### src/rtl/icache_bypass_defines.svh
// ================================================
// Instruction-cache bypass path configuration
// Port count, bus widths and order-queue depth
// ================================================

`ifndef ICACHE_BYPASS_DEFINES_SVH
`define ICACHE_BYPASS_DEFINES_SVH

// Fetch ports sharing the fill channel
`define NR_FETCH_PORTS 2
`define FETCH_AW       32
`define FETCH_DW       32
`define LINE_WIDTH     128
// Fills that may be outstanding at once, a power of two
`define ORDER_DEPTH    4

`endif

### src/rtl/icache_bypass_pkg.sv
// ================================================
// Instruction-cache bypass path types
// Shared packed structs and derived widths
// ================================================

`include "icache_bypass_defines.svh"

package icache_bypass_pkg;

  // Byte-offset bits within a line and within a fetch word
  localparam int unsigned LINE_ALIGN  = $clog2(`LINE_WIDTH / 8);
  localparam int unsigned FETCH_ALIGN = $clog2(`FETCH_DW / 8);

  // Index width for a single port, kept at least one bit wide
  localparam int unsigned PORT_IDX_W = (`NR_FETCH_PORTS > 1) ? $clog2(`NR_FETCH_PORTS) : 1;

  // One bit per fetch port, used for grants and order-queue entries
  typedef logic [`NR_FETCH_PORTS-1:0] port_mask_t;

  typedef struct packed {
    logic [`FETCH_DW-1:0] data;
    logic                 error;
  } fetch_rsp_t;

  // Address is always aligned to a line
  typedef struct packed {
    logic [`FETCH_AW-1:0] addr;
  } fill_req_t;

  typedef struct packed {
    logic [`LINE_WIDTH-1:0] data;
    logic                   error;
  } fill_rsp_t;

endpackage

### src/rtl/bypass_port_ctrl.sv
// ================================================
// Bypass fetch port controller
// Issues one line fill per fetch and presents the
// selected word for a single cycle
// ================================================

`timescale 1ns/1ps

`include "icache_bypass_defines.svh"

module bypass_port_ctrl (
  input  logic                           clk_i,
  input  logic                           arst_n_i,
  input  logic [`FETCH_AW-1:0]           inst_addr_i,
  input  logic                           inst_valid_i,
  output icache_bypass_pkg::fetch_rsp_t  inst_rsp_o,
  output logic                           inst_ready_o,
  input  logic                           order_full_i,
  output logic                           req_o,
  input  logic                           grant_i,
  input  logic                           fill_ready_i,
  input  logic                           rsp_strobe_i,
  input  icache_bypass_pkg::fill_rsp_t   fill_rsp_i
);

  import icache_bypass_pkg::*;

  typedef enum logic [1:0] {
    Idle,
    RequestData,
    WaitResponse,
    PresentResponse
  } state_e;

  state_e                            state_q, state_d;
  logic [LINE_ALIGN-FETCH_ALIGN-1:0] word_sel;
  fetch_rsp_t                        rsp_q;

  // Word position of the fetch address inside its line
  assign word_sel   = inst_addr_i[LINE_ALIGN-1:FETCH_ALIGN];
  assign inst_rsp_o = rsp_q;

  always_comb begin
    state_d      = state_q;
    req_o        = 1'b0;
    inst_ready_o = 1'b0;
    unique case (state_q)
      Idle: begin
        if (inst_valid_i) begin
          state_d = RequestData;
        end
      end
      RequestData: begin
        // Only ask for the channel while the order queue can take the owner
        req_o = !order_full_i;
        if (req_o && grant_i && fill_ready_i) begin
          state_d = WaitResponse;
        end
      end
      WaitResponse: begin
        if (rsp_strobe_i) begin
          state_d = PresentResponse;
        end
      end
      PresentResponse: begin
        inst_ready_o = 1'b1;
        state_d      = Idle;
      end
      default: state_d = Idle;
    endcase
  end

  always_ff @(posedge clk_i or negedge arst_n_i) begin
    if (!arst_n_i) begin
      state_q <= Idle;
    end else begin
      state_q <= state_d;
    end
  end

  // The word is served from this register in the cycle after the fill returns
  always_ff @(posedge clk_i) begin
    if (rsp_strobe_i) begin
      rsp_q.data  <= fill_rsp_i.data[word_sel * `FETCH_DW +: `FETCH_DW];
      rsp_q.error <= fill_rsp_i.error;
    end
  end

endmodule

### src/rtl/bypass_rr_arbiter.sv
// ================================================
// Round-robin arbiter for the line-fill channel
// Holds a grant until the fill request is accepted
// ================================================

`timescale 1ns/1ps

`include "icache_bypass_defines.svh"

module bypass_rr_arbiter (
  input  logic                                       clk_i,
  input  logic                                       arst_n_i,
  input  icache_bypass_pkg::port_mask_t              req_i,
  input  logic [`NR_FETCH_PORTS-1:0][`FETCH_AW-1:0]  inst_addr_i,
  output icache_bypass_pkg::port_mask_t              grant_o,
  output icache_bypass_pkg::fill_req_t               fill_req_o,
  output logic                                       fill_req_valid_o,
  input  logic                                       fill_req_ready_i,
  output logic                                       push_o
);

  import icache_bypass_pkg::*;

  logic [PORT_IDX_W-1:0] rr_q;
  logic [PORT_IDX_W-1:0] lock_idx_q;
  logic [PORT_IDX_W-1:0] search_idx;
  logic [PORT_IDX_W-1:0] winner;
  logic                  lock_q;
  logic                  handshake;

  // First requesting port at or after the round-robin pointer
  always_comb begin : rr_search
    int unsigned cand;
    logic        found;
    cand       = 0;
    found      = 1'b0;
    search_idx = rr_q;
    for (int k = 0; k < `NR_FETCH_PORTS; k++) begin
      cand = (rr_q + k) % `NR_FETCH_PORTS;
      if (!found && req_i[cand]) begin
        search_idx = PORT_IDX_W'(cand);
        found      = 1'b1;
      end
    end
  end

  // A stalled request keeps its winner even if other ports join in
  assign winner           = lock_q ? lock_idx_q : search_idx;
  assign fill_req_valid_o = |req_i;
  assign grant_o          = fill_req_valid_o ? (port_mask_t'(1) << winner) : '0;
  assign fill_req_o.addr  = {inst_addr_i[winner][`FETCH_AW-1:LINE_ALIGN], {LINE_ALIGN{1'b0}}};
  assign handshake        = fill_req_valid_o & fill_req_ready_i;
  assign push_o           = handshake;

  always_ff @(posedge clk_i or negedge arst_n_i) begin
    if (!arst_n_i) begin
      rr_q       <= '0;
      lock_q     <= 1'b0;
      lock_idx_q <= '0;
    end else if (handshake) begin
      lock_q <= 1'b0;
      rr_q   <= (winner == PORT_IDX_W'(`NR_FETCH_PORTS - 1)) ? '0 : winner + 1'b1;
    end else if (fill_req_valid_o) begin
      lock_q     <= 1'b1;
      lock_idx_q <= winner;
    end
  end

endmodule

### src/rtl/bypass_rsp_router.sv
// ================================================
// Fill response router
// Keeps the owner of each outstanding fill in order
// and strobes that port when its line returns
// ================================================

`timescale 1ns/1ps

`include "icache_bypass_defines.svh"

module bypass_rsp_router #(
  // Outstanding fills, a power of two of at least 2
  parameter int unsigned DEPTH = `ORDER_DEPTH
) (
  input  logic                           clk_i,
  input  logic                           arst_n_i,
  input  logic                           push_i,
  input  icache_bypass_pkg::port_mask_t  grant_i,
  output logic                           order_full_o,
  input  logic                           fill_rsp_valid_i,
  output logic                           fill_rsp_ready_o,
  output icache_bypass_pkg::port_mask_t  rsp_strobe_o
);

  import icache_bypass_pkg::*;

  localparam int unsigned PTR_W = $clog2(DEPTH);

  port_mask_t       order_q [DEPTH];
  logic [PTR_W-1:0] wr_ptr_q;
  logic [PTR_W-1:0] rd_ptr_q;
  logic [PTR_W:0]   count_q;
  logic             pop;

  assign order_full_o     = (count_q == (PTR_W + 1)'(DEPTH));
  // Memory answers in order, so any response belongs to the head entry
  assign fill_rsp_ready_o = (count_q != '0);
  assign pop              = fill_rsp_valid_i & fill_rsp_ready_o;
  assign rsp_strobe_o     = pop ? order_q[rd_ptr_q] : '0;

  always_ff @(posedge clk_i or negedge arst_n_i) begin
    if (!arst_n_i) begin
      wr_ptr_q <= '0;
      rd_ptr_q <= '0;
      count_q  <= '0;
    end else begin
      if (push_i) begin
        wr_ptr_q <= wr_ptr_q + 1'b1;
      end
      if (pop) begin
        rd_ptr_q <= rd_ptr_q + 1'b1;
      end
      case ({push_i, pop})
        2'b10:   count_q <= count_q + 1'b1;
        2'b01:   count_q <= count_q - 1'b1;
        default: count_q <= count_q;
      endcase
    end
  end

  // Requests are held off while full, so a push never overwrites a live entry
  always_ff @(posedge clk_i) begin
    if (push_i) begin
      order_q[wr_ptr_q] <= grant_i;
    end
  end

endmodule

### src/rtl/icache_bypass.sv
// ================================================
// Uncached instruction fetch path
// Several fetch ports share one line-fill channel
// ================================================

`timescale 1ns/1ps

`include "icache_bypass_defines.svh"

module icache_bypass (
  input  logic                                                 clk_i,
  input  logic                                                 arst_n_i,
  input  logic [`NR_FETCH_PORTS-1:0][`FETCH_AW-1:0]            inst_addr_i,
  input  logic [`NR_FETCH_PORTS-1:0]                           inst_valid_i,
  output icache_bypass_pkg::fetch_rsp_t [`NR_FETCH_PORTS-1:0]  inst_rsp_o,
  output logic [`NR_FETCH_PORTS-1:0]                           inst_ready_o,
  output icache_bypass_pkg::fill_req_t                         fill_req_o,
  output logic                                                 fill_req_valid_o,
  input  logic                                                 fill_req_ready_i,
  input  icache_bypass_pkg::fill_rsp_t                         fill_rsp_i,
  input  logic                                                 fill_rsp_valid_i,
  output logic                                                 fill_rsp_ready_o
);

  import icache_bypass_pkg::*;

  port_mask_t port_req;
  port_mask_t port_grant;
  port_mask_t rsp_strobe;
  logic       push;
  logic       order_full;

  // One controller per fetch port, all seeing the same fill response
  for (genvar i = 0; i < `NR_FETCH_PORTS; i++) begin : gen_port
    bypass_port_ctrl i_port_ctrl (
      .clk_i        ( clk_i            ),
      .arst_n_i     ( arst_n_i         ),
      .inst_addr_i  ( inst_addr_i[i]   ),
      .inst_valid_i ( inst_valid_i[i]  ),
      .inst_rsp_o   ( inst_rsp_o[i]    ),
      .inst_ready_o ( inst_ready_o[i]  ),
      .order_full_i ( order_full       ),
      .req_o        ( port_req[i]      ),
      .grant_i      ( port_grant[i]    ),
      .fill_ready_i ( fill_req_ready_i ),
      .rsp_strobe_i ( rsp_strobe[i]    ),
      .fill_rsp_i   ( fill_rsp_i       )
    );
  end

  bypass_rr_arbiter i_arbiter (
    .clk_i            ( clk_i            ),
    .arst_n_i         ( arst_n_i         ),
    .req_i            ( port_req         ),
    .inst_addr_i      ( inst_addr_i      ),
    .grant_o          ( port_grant       ),
    .fill_req_o       ( fill_req_o       ),
    .fill_req_valid_o ( fill_req_valid_o ),
    .fill_req_ready_i ( fill_req_ready_i ),
    .push_o           ( push             )
  );

  bypass_rsp_router #(
    .DEPTH ( `ORDER_DEPTH )
  ) i_router (
    .clk_i            ( clk_i            ),
    .arst_n_i         ( arst_n_i         ),
    .push_i           ( push             ),
    .grant_i          ( port_grant       ),
    .order_full_o     ( order_full       ),
    .fill_rsp_valid_i ( fill_rsp_valid_i ),
    .fill_rsp_ready_o ( fill_rsp_ready_o ),
    .rsp_strobe_o     ( rsp_strobe       )
  );

endmodule

### config.mk
export PLATFORM = sky130hd
export DESIGN_NAME = icache_bypass
export DESIGN_NICKNAME = d
export VERILOG_FILES = /design/src/rtl/icache_bypass_pkg.sv /design/src/rtl/bypass_port_ctrl.sv /design/src/rtl/bypass_rr_arbiter.sv /design/src/rtl/bypass_rsp_router.sv /design/src/rtl/icache_bypass.sv
export VERILOG_INCLUDE_DIRS = /design/src /design/src/rtl
export SDC_FILE = /design/constraint.sdc
export NUM_CORES = 1
export LEC_CHECK = 0
export BUFFER_PORTS_ARGS = -buffer_cell sky130_fd_sc_hd__buf_2
export CORE_AREA = 4 4 119 121
export CTS_CLUSTER_DIAMETER = 60
export DETAILED_ROUTE_END_ITERATION = 8
export DIE_AREA = 0 0 123 125
export GPL_TIMING_DRIVEN = 0
export PLACE_DENSITY = 0.84
export SKIP_CTS_REPAIR_TIMING = 1
export SLEW_MARGIN = 20
export SYNTH_ARGS = -nofsm -noshare
export SYNTH_HDL_FRONTEND = slang
export SYNTH_SLANG_ARGS = --single-unit
### constraint.sdc
create_clock -name clk_i -period 6.8 [get_ports clk_i]
set_input_delay 1.02 -clock clk_i [delete_from_list [all_inputs] [get_ports clk_i]]
set_output_delay 1.02 -clock clk_i [all_outputs]
set_load 0.02 [all_outputs]
==> flow_summary.yaml, run 1 <==
layout:
  syn_to_final_growth_pct: 39.0
  antennaDiodeCount: 0
  nets: 799
  drive_gt1_share_pct: 70.6
detailed_routing:
  drcViolationCount: 0
  totalWireLength_um: 15500
  vias_per_cell: 5.27
  drtIter0Drc: 109
  vias: 4041
  antenna_left: 0
  drtPass1Iterations: 4
  wl_per_cell_um: 20.2
sta:
  hold_violations: 0
  period_needed_ns: 3.47
  worstMarginPinSlew_ns: 0.782
  slew_violations: 0
  tns_ns: 0
  rsz0062_at_grt: "false"
  relSlewSlack_pct: 47.8
  clock_skew_ns: 0.00698
  post-route-period-util_pct: 51.0
  finalSetupViolations: 0
  max_freq_mhz: 288
pwr:
  ir_worst_vdd_mv: 0.177
  total_power_mw: 2.78
  power_density_mw_per_mm2: 385
  p_leak_nw: 3.21
floorplanning:
  dieArea_mm2: 0.0154
  core_area_mm2: 0.0131
  die_x_um: 123
  rows: 42
  num_io_pins: 301
  fp.dieH_um: 125
  floorplan.initialDensity_pct: 39.7
global_routing:
  groute.usage.overall_pct: 19.5
  grt.overflow.total: 0
  grt_antenna_before_repair: 1
  grt_max_degree: 27
  grt_pass1_vias: 4299
  grt_pass1_wl_um: 22600
setup_path:
  crit_fanout: 10
  crit_family: "multiplexers"
  crit_buf_inv: 2
  rr_worst_depth: 9
  worstPathArrival_ns: 2.45
  critPathCaptureType: "output pin"
  cp_slowest_cell: "or3b_1"
  criticalPathCategory: "flop to output pin"
  worstPathCellList: "or3b_1 -> mux2_4 -> nor2_8 -> buf_6 -> mux2_1 -> buf_2"
  crit_cells: 6
  crit_required_ns: 5.78
  start_kind: "flop"
  critPathMaxStageDelay_ns: 0.46
logic_synthesis:
  yosys_warnings: 0
  ys_seq_elements: 88
  syn_inst: 280
  postSynthAreaPerCell_um2: 18.6
  synth_area_mm2: 0.00519
  ys_types: 38
  synth_edf_count: 74
  async_reset_ff_share_pct: 15.9
  ys_seq_area_share_pct: 49.5
  synth_ff_type: "edfxtp_1"
placed_design:
  gp_congestion: 0.823
  io_buffers: 290
  dpl.hpwl_um: 13000
clocking:
  cts_tree: "yes"
  clk_path_buf_depth: 2
  clkTransAtPathRegs_ns: 0.07
  clkLatencyLatePin_ns: 0.33
  cts_sinks: 88
  root_buffer: "clkbuf_16"
  cts_htree_levels: 3
  numCtsBuffers: 9
job:
  maxCapViolCount: 0
hold_path:
  whs_path_depth: 1
  worstHoldPathType: "flop to flop"
outcome:
  status: "complete, no violations"
-- logic make-up after synthesis --
kind of cell	count (synthesis)	share of synthesized area, %
other cells	1	0.0722
xor+xnor	6	1.01
compound gates	11	1.61
mux	101	38.0
fa+ha+maj	14	3.52
simple gates	22	2.48
flops	88	49.5
buf+inv	37	3.83
-- cells in the mapped netlist (2+ instances only) --
library cell | count | area share (%)
a222oi_1 | 2 | 0.39
and3_1 | 4 | 0.48
buf_1 | 3 | 0.22
buf_2 | 6 | 0.58
buf_4 | 6 | 0.87
buf_8 | 2 | 0.58
clkbuf_1 | 5 | 0.36
dfrtp_1 | 14 | 6.7
edfxtp_1 | 74 | 43
ha_1 | 13 | 3.1
inv_1 | 14 | 1.0
mux2_1 | 6 | 1.3
mux2_2 | 4 | 0.87
mux2_4 | 23 | 6.6
mux2i_1 | 2 | 0.39
mux4_1 | 2 | 1.0
mux4_2 | 64 | 28
nand2_1 | 5 | 0.36
nor2_1 | 6 | 0.43
nor3b_1 | 2 | 0.29
o21ai_0 | 2 | 0.19
xnor2_1 | 3 | 0.51
xor2_1 | 3 | 0.51
-- metal layers --
layer  up-vias  share of wire (%)  track usage [%]
met5         -              0.077                0
li1       1765                  -                -
met2       271                 55             37.5
met3        27                 11             5.96
met4         2                2.9             7.36
met1      1976                 31             18.9
-- power breakdown --
group          switching (mW)  internal [mW]
Combinational           0.791          0.639
Clock                   0.207          0.286
Sequential             0.0700          0.790
Total                    1.07           1.72
-- metrics by stage --
stage	worst slack, ns	area [µm²]	util, %	std cells	hold slack (ns)
floorplan	3.90	5210	-	283	0.470
global placement	3.70	6880	52.6	749	0.490
detailed placement	3.67	6930	52.9	751	0.514
CTS	3.30	7220	55.2	767	0.525
global route	3.20	7220	55.2	767	0.530
finish	3.33	7220	55.2	767	0.516
-- path summary, 6_finish.rpt --
path / from / endpoint / slack (ns)
max in group asynchronous: arst_n_i / gen_port[0].i_port_ctrl.state_q[1]$_DFFE_PN0P_ / 5.96
min reg2reg: i_router.rd_ptr_q[1]$_DFFE_PN0P_ / i_router.rd_ptr_q[1]$_DFFE_PN0P_ / 0.52
max: i_router.count_q[0]$_DFFE_PN0P_ / fill_req_o[29] / 3.33
min: i_router.rd_ptr_q[1]$_DFFE_PN0P_ / i_router.rd_ptr_q[1]$_DFFE_PN0P_ / 0.52
max reg2reg: gen_port[0].i_port_ctrl.state_q[1]$_DFFE_PN0P_ / i_router.count_q[2]$_DFFE_PN0P_ / 4.17
min in group asynchronous: arst_n_i / i_router.count_q[1]$_DFFE_PN0P_ / 0.58
-- area by class of cell --
type | instances | area, µm²
inverters | 14 | 52.6
well taps | 176 | 220
clock buffers | 10 | 229
multi-input cells | 158 | 2430
repair buffers | 292 | 1500
fillers | 1064 | 5860
clock inverters | 6 | 68.8
plain buffers | 23 | 146
flip-flops and latches | 88 | 2570
-- cells in the final DEF, fill, tap and decap left out, drive strengths merged, types with 2 or more instances in the layout --
| cell | netlist | final |
|---|---|---|
| nor3b | 2 | 2 |
| nor2 | 7 | 7 |
| buf | 18 | 310 |
| edfxtp | 74 | 74 |
| xor2 | 3 | 3 |
| clkinvlp | 0 | 4 |
| ha | 13 | 13 |
| o21ai | 3 | 3 |
| mux4 | 66 | 66 |
| conb | 1 | 4 |
| inv | 14 | 15 |
| clkbuf | 5 | 15 |
| mux2 | 33 | 33 |
| mux2i | 2 | 2 |
| and3 | 4 | 4 |
| xnor2 | 3 | 3 |
| a222oi | 2 | 2 |
| dfrtp | 14 | 14 |
| nand2 | 5 | 5 |
-- state kept, by name (all words and copies together), names as in the netlist --
register and flops:
gen_port.i_port_ctrl.inst_rsp_o 66, i_router.rd_ptr_q 2, i_router.count_q 3, i_arbiter.rr_q 1, gen_port.i_port_ctrl.state_q 4, i_router.wr_ptr_q 2, i_arbiter.lock_idx_q 1, i_router.order_q 8
i_arbiter.lock_q 1
No activity file was read; power rests on OpenSTA's default activity.
==> run 2: changes to the inputs <==
--- a/config.mk
+++ b/config.mk
@@ -6,11 +6,12 @@
 export SDC_FILE = /design/constraint.sdc
 export NUM_CORES = 1
 export LEC_CHECK = 0
+export ABC_AREA = 1
 export BUFFER_PORTS_ARGS = -buffer_cell sky130_fd_sc_hd__buf_2
-export CORE_AREA = 4 4 119 121
+export CORE_AREA = 4 4 123 125
 export CTS_CLUSTER_DIAMETER = 60
 export DETAILED_ROUTE_END_ITERATION = 8
-export DIE_AREA = 0 0 123 125
+export DIE_AREA = 0 0 127 129
 export GPL_TIMING_DRIVEN = 0
 export PLACE_DENSITY = 0.84
 export SKIP_CTS_REPAIR_TIMING = 1
==> constraint.sdc (replaced) <==
create_clock -name clk_i -period 3.1 [get_ports clk_i]
set_input_delay 0.465 -clock clk_i [delete_from_list [all_inputs] [get_ports clk_i]]
set_output_delay 0.465 -clock clk_i [all_outputs]
set_load 0.02 [all_outputs]
==> flow_summary.yaml, run 2 <==
pwr:
  p_leak_nw: 3.50
  power_density_mw_per_mm2: 866
  intPower_mw: 3.67
  switching_share_pct: 44.4
  power_frac_seq_pct: 28.9
  ir_worst_vdd_mv: 0.677
  comb_power_share_pct: 53.0
  net-switching-power_mw: 2.93
  p_clk_share_pct: 18.1
detailed_routing:
  drtIter0Drc: 1132
  antenna_left: 0
  totalWireLength_um: 21900
  wl_per_cell_um: 18.8
  vias_per_cell: 5.53
  drtPass1Iterations: 6
  vias: 6448
  drcViolationCount: 0
setup_path:
  critPathCaptureType: "output pin"
  crit_required_ns: 2.63
  rr_worst_depth: 11
  crit_buf_inv: 5
  cp_slowest_cell: "dfrtp_1"
  crit_family: "buffers and inverters"
  r2r_slack_ns: 0.63
  crit_fanout: 10
  critPathMaxStageDelay_ns: 0.42
  criticalPathCategory: "flop to output pin"
  worstPathCellList: "inv_1 -> ha_1 -> nand3_1 -> nand2_1 -> inv_2 -> nand2_4 -> buf_6 -> buf_6 -> nand3_2 -> nand2_1 -> buf_2"
  cp-startpoint: "gen_port[1].i_port_ctrl.state_q[1]$_DFFE_PN0P_"
  timing.rr.end: "i_router.count_q[2]$_DFFE_PN0P_"
  reg2reg_from: "gen_port[1].i_port_ctrl.state_q[1]$_DFFE_PN0P_"
  start_kind: "flop"
  worstPathArrival_ns: 2.01
logic_synthesis:
  ys_seq_area_share_pct: 46.9
  yosysTopAreaCell: "edfxtp_1"
  ys_top_cells_by_count: "nor2_1 (143), o21ai_0 (136), nand2_1 (78)"
  ys_types: 31
  syn_inst: 670
  postSynthAreaPerCell_um2: 8.19
  ys_seq_elements: 88
  synth_most_common_cell: "nor2_1"
  synth_area_leaders: "edfxtp_1 (40%), o21ai_0 (12%), nor2_1 (9.8%), o22ai_1 (7.3%), dfrtp_1 (6.4%)"
  synth_edf_count: 74
  synth_ff_type: "edfxtp_1"
  async_reset_ff_share_pct: 15.9
  yosys_warnings: 0
  synth.top_cell.area_share_pct: 40.5
  synth_area_mm2: 0.00549
sta:
  finalSetupViolations: 0
  post-route-period-util_pct: 79.8
  tns_ns: 0
  slew_violations: 0
  rsz0062_at_grt: "false"
  relSlewSlack_pct: 53.9
  max_freq_mhz: 404
  worstMarginPinSlew_ns: 0.692
  hold_violations: 0
  period_needed_ns: 2.47
  clock_skew_ns: 0.0104
  hold_slack_ns: 0.0141
hold_path:
  worstHoldPathType: "input port to async pin"
floorplanning:
  core_area_mm2: 0.0139
  rows: 43
  fp.dieH_um: 129
  die_x_um: 127
  num_io_pins: 301
  dieArea_mm2: 0.0164
  floorplan.initialDensity_pct: 39.5
clocking:
  root_buffer: "clkbuf_16"
  cts_tree: "yes"
  numCtsBuffers: 9
  clkTransAtPathRegs_ns: 0.06
  clkLatencyLatePin_ns: 0.36
  cts_sinks: 88
  clk_path_buf_depth: 2
  cts_htree_levels: 3
layout:
  final_cells: 1165
  final_cell_mix: "buf_2 (298), nor2_1 (143), o21ai_0 (136)"
  final_common_cell: "buf_2"
  nets: 1192
  seq_area_mm2: 0.00257
  largest_reg_flops: 66
  fillers: 1282
  drive_gt1_share_pct: 36.2
  multi_input_area_mm2: 0.00257
  syn_to_final_growth_pct: 39.0
global_routing:
  grt_max_degree: 18
  grt.overflow.total: 0
  groute.usage.overall_pct: 25.4
  grt_pass1_vias: 6071
  grt_antenna_before_repair: 3
  grt_pass1_wl_um: 32200
job:
  maxCapViolCount: 0
placed_design:
  dpl.hpwl_um: 16400
  dp.cells: 1148
  io_buffers: 291
  gp_congestion: 0.933
outcome:
  status: "complete, no violations"
-- run 2: worst max-delay path by stage --
| stage | to | depth (start not counted) |
|---|---|---|
| after floorplan | gen_port[0].i_port_ctrl.state_q[0]$_DFFE_PN0P_ | 9 |
| after global placement | gen_port[1].i_port_ctrl.state_q[0]$_DFFE_PN0P_ | 9 |
| after detailed placement | i_router.count_q[2]$_DFFE_PN0P_ | 11 |
| after CTS | fill_req_o[19] | 11 |
| after global routing | i_router.count_q[2]$_DFFE_PN0P_ | 11 |
| final | fill_req_o[12] | 11 |
-- run 2: area by class of cell --
| class | instances | share of cell area [%] |
|---|---|---|
| flip-flops and latches | 88 | 33.7 |
| inverters | 31 | 1.53 |
| clock buffers | 10 | 3.00 |
| diodes | 1 | 0.0328 |
| repair buffers | 295 | 20.5 |
| well taps | 180 | 2.95 |
| plain buffers | 54 | 3.36 |
| clock inverters | 6 | 1.20 |
| multi-input cells | 500 | 33.7 |
-- run 2: stage by stage --
stage | util [%] | setup slack, ns | instance area (µm²) | power, mW
after floorplan | - | 0.885 | 5500 | 4.16
after global placement | 51.7 | 0.0236 | 7180 | 5.18
after global routing | 55.0 | 0.447 | 7630 | 6.98
after CTS | 54.9 | 0.613 | 7630 | 6.62
final | 55.0 | 0.625 | 7630 | 6.61
after detailed placement | 52.6 | 0.669 | 7310 | 5.41
-- run 2: worst reg2reg max path, stage by stage (launching register included) --
cell and delay (ns):
dfrtp_1 0.41, inv_1 0.09, ha_1 0.24, o21ai_2 0.27, nor2_4 0.09, inv_1 0.15, ha_1 0.17, inv_1 0.08
fa_1 0.44, a21oi_1 0.14, o21ai_0 0.11, xor2_1 0.16
-- run 2: logic make-up (layout without fill, tap and decap cells) --
group	Yosys count	count (layout)	synth area share, %
buffers and inverters	85	396	6.79
DFF	88	88	46.9
xor gates and xnor gates	5	5	0.798
adders and majority gates	14	14	3.33
other	1	5	0.0683
AOI/OAI and AO/OA	208	208	20.9
and+or+nand+nor	269	269	21.3
-- run 2: routing by layer --
layer | vias to the layer above | track usage, % | share of wire [%]
met5 | - | 0 | 0.096
met4 | 4 | 10.9 | 3.7
met3 | 81 | 6.77 | 13
met2 | 518 | 43.0 | 48
met1 | 2898 | 30.6 | 35
li1 | 2947 | - | -
-- run 2: power by group through the flow --
stage,Sequential (mW),Combinational [mW],Clock [mW]
after floorplan,2.21,1.95,0
after global placement,1.94,3.24,0
after CTS,1.91,3.51,1.20
final,1.91,3.50,1.20
after global routing,1.94,3.80,1.25
after detailed placement,1.93,3.48,0
==> run 3: changes to the inputs <==
--- a/config.mk
+++ b/config.mk
@@ -13,7 +13,7 @@
 export DETAILED_ROUTE_END_ITERATION = 8
 export DIE_AREA = 0 0 127 129
 export GPL_TIMING_DRIVEN = 0
-export PLACE_DENSITY = 0.84
+export PLACE_DENSITY = 0.82
 export SKIP_CTS_REPAIR_TIMING = 1
 export SLEW_MARGIN = 20
 export SYNTH_ARGS = -nofsm -noshare
==> constraint.sdc (replaced) <==
create_clock -name clk_i -period 2.4 [get_ports clk_i]
set_input_delay 0.36 -clock clk_i [delete_from_list [all_inputs] [get_ports clk_i]]
set_output_delay 0.36 -clock clk_i [all_outputs]
set_load 0.02 [all_outputs]
==> flow_summary.yaml, run 3 (synthesis gave the netlist of run 2 again) <==
layout:
  syn_to_final_growth_pct: 38.8
  largest_reg_flops: 66
  post-route-util_pct: 54.9
  final_cells: 1166
  final_common_cell: "buf_2"
  multi_input_area_mm2: 0.00259
  nets: 1193
  seq_area_mm2: 0.00257
  drive_gt1_share_pct: 36.5
  final_cell_mix: "buf_2 (297), nor2_1 (143), o21ai_0 (136)"
  fin_area_mm2: 0.00762
  fillers: 1303
clocking:
  clk_path_buf_depth: 2
  root_buffer: "clkbuf_16"
  numCtsBuffers: 9
  cts_htree_levels: 3
  clkTransAtPathRegs_ns: 0.06
  clkLatencyLatePin_ns: 0.35
  cts_tree: "yes"
  cts_sinks: 88
floorplanning:
  fp.dieH_um: 129
  dieArea_mm2: 0.0164
  core_area_mm2: 0.0139
  num_io_pins: 301
  rows: 43
  floorplan.initialDensity_pct: 39.5
  die_x_um: 127
pwr:
  total_power_mw: 8.53
  p_leak_nw: 3.49
  power_density_mw_per_mm2: 1120
  ir_worst_vdd_mv: 0.793
sta:
  relSlewSlack_pct: 49.0
  slew_violations: 0
  hold_violations: 0
  worstMarginPinSlew_ns: 0.764
  max_freq_mhz: 439
  period_needed_ns: 2.28
  clock_skew_ns: 0.0124
  finalSetupViolations: 0
  post-route-period-util_pct: 94.9
  tns_ns: 0
hold_path:
  worstHoldPathType: "input port to flop"
setup_path:
  worstPathArrival_ns: 2.49
  crit_top_cell: "inv_2"
  crit_required_ns: 2.61
  crit_family: "adder cells"
  crit_buf_inv: 3
  criticalPathCategory: "flop to flop"
  start_kind: "flop"
  critPathCaptureType: "flop"
  worstPathCellList: "inv_2 -> ha_4 -> o21ai_4 -> nor2_4 -> inv_2 -> ha_1 -> inv_1 -> fa_1 -> a21oi_1 -> o21ai_0 -> xor2_1"
  critPathMaxStageDelay_ns: 0.45
  cp_slowest_cell: "fa_1"
  crit_fanout: 7
placed_design:
  io_buffers: 291
  dpl.hpwl_um: 16700
  gp_congestion: 0.932
  dp.cells: 1146
  dpl_cell_area_mm2: 0.00725
detailed_routing:
  vias: 6513
  antenna_left: 0
  drtIter0Drc: 1043
  drtPass1Iterations: 7
  drcViolationCount: 0
  totalWireLength_um: 22300
  vias_per_cell: 5.59
  wl_per_cell_um: 19.1
outcome:
  status: "complete, no violations"
global_routing:
  groute.usage.overall_pct: 25.7
  grt_max_degree: 21
  grt_antenna_before_repair: 3
  grt_pass1_vias: 6084
  grt_pass1_wl_um: 32700
  grt.overflow.total: 0
job:
  maxCapViolCount: 0
[run 3: changes by cell type in the layout (fill, tap and decap cells not counted), sizes merged]
cell	before	now
buf	316	315
clkbuf	43	44
clkinv	5	6
dlygate4sd3	0	1
inv	30	29
[run 3: through the flow]
stage	hold slack (ns)	setup slack, ns
3_5_place_dp	0.290	-0.0651
6_report	0.215	0.124
4_1_cts	-0.0765	-0.0703
2_1_floorplan	0.0644	0.185
5_1_grt	0.203	-0.0195
3_3_place_gp	0.274	-0.637
[run 3: layout make-up]
class,count,area share (%)
antenna,1,0.0329
buffer,54,3.40
clock buffer,10,3.01
clock inverter,6,1.10
inverter,31,1.53
multi-input combinational,500,34.0
sequential,88,33.8
tap,180,2.96
timing repair buffer,296,20.2
[run 3: power by group]
group / total (mW) / switching (mW) / internal, mW
Combinational: 4.52 / 2.99 / 1.53
Sequential: 2.49 / 0.212 / 2.28
Clock: 1.52 / 0.608 / 0.910
[run 3: worst paths after layout]
check | to | slack [ns] | from | depth (start not counted)
max in group asynchronous | i_arbiter.lock_idx_q$_DFFE_PN0P_ | 1.66 | arst_n_i | 2
hold reg to reg | i_arbiter.lock_idx_q$_DFFE_PN0P_ | 0.51 | i_arbiter.lock_idx_q$_DFFE_PN0P_ | 2
setup reg to reg | i_router.count_q[2]$_DFFE_PN0P_ | 0.12 | gen_port[1].i_port_ctrl.state_q[1]$_DFFE_PN0P_ | 11
setup / recovery | i_router.count_q[2]$_DFFE_PN0P_ | 0.12 | gen_port[1].i_port_ctrl.state_q[1]$_DFFE_PN0P_ | 11
hold / removal | gen_port[0].i_port_ctrl.inst_rsp_o[0]$_DFFE_PP_ | 0.21 | fill_rsp_i[0] | 1
min in group asynchronous | i_router.rd_ptr_q[1]$_DFFE_PN0P_ | 0.48 | arst_n_i | 2
[run 3: layer usage]
metal	vias up	GRT usage [%]	part of all wire, %
met3	69	6.10	12
met5	-	0	0.14
met1	2938	32.4	36
li1	2941	-	-
met2	561	42.7	48
met4	4	10.2	3.3
[run 3: worst register-to-register path: cells and delay by family (launching register included)]
kind	cells	cell delay (ns)
xor gates and xnor gates	1	0.16
buffers and inverters	3	0.25
adders and majority gates	3	0.77
and+or+nand+nor	1	0.08
DFF	1	0.42
AOI/OAI and AO/OA	3	0.46
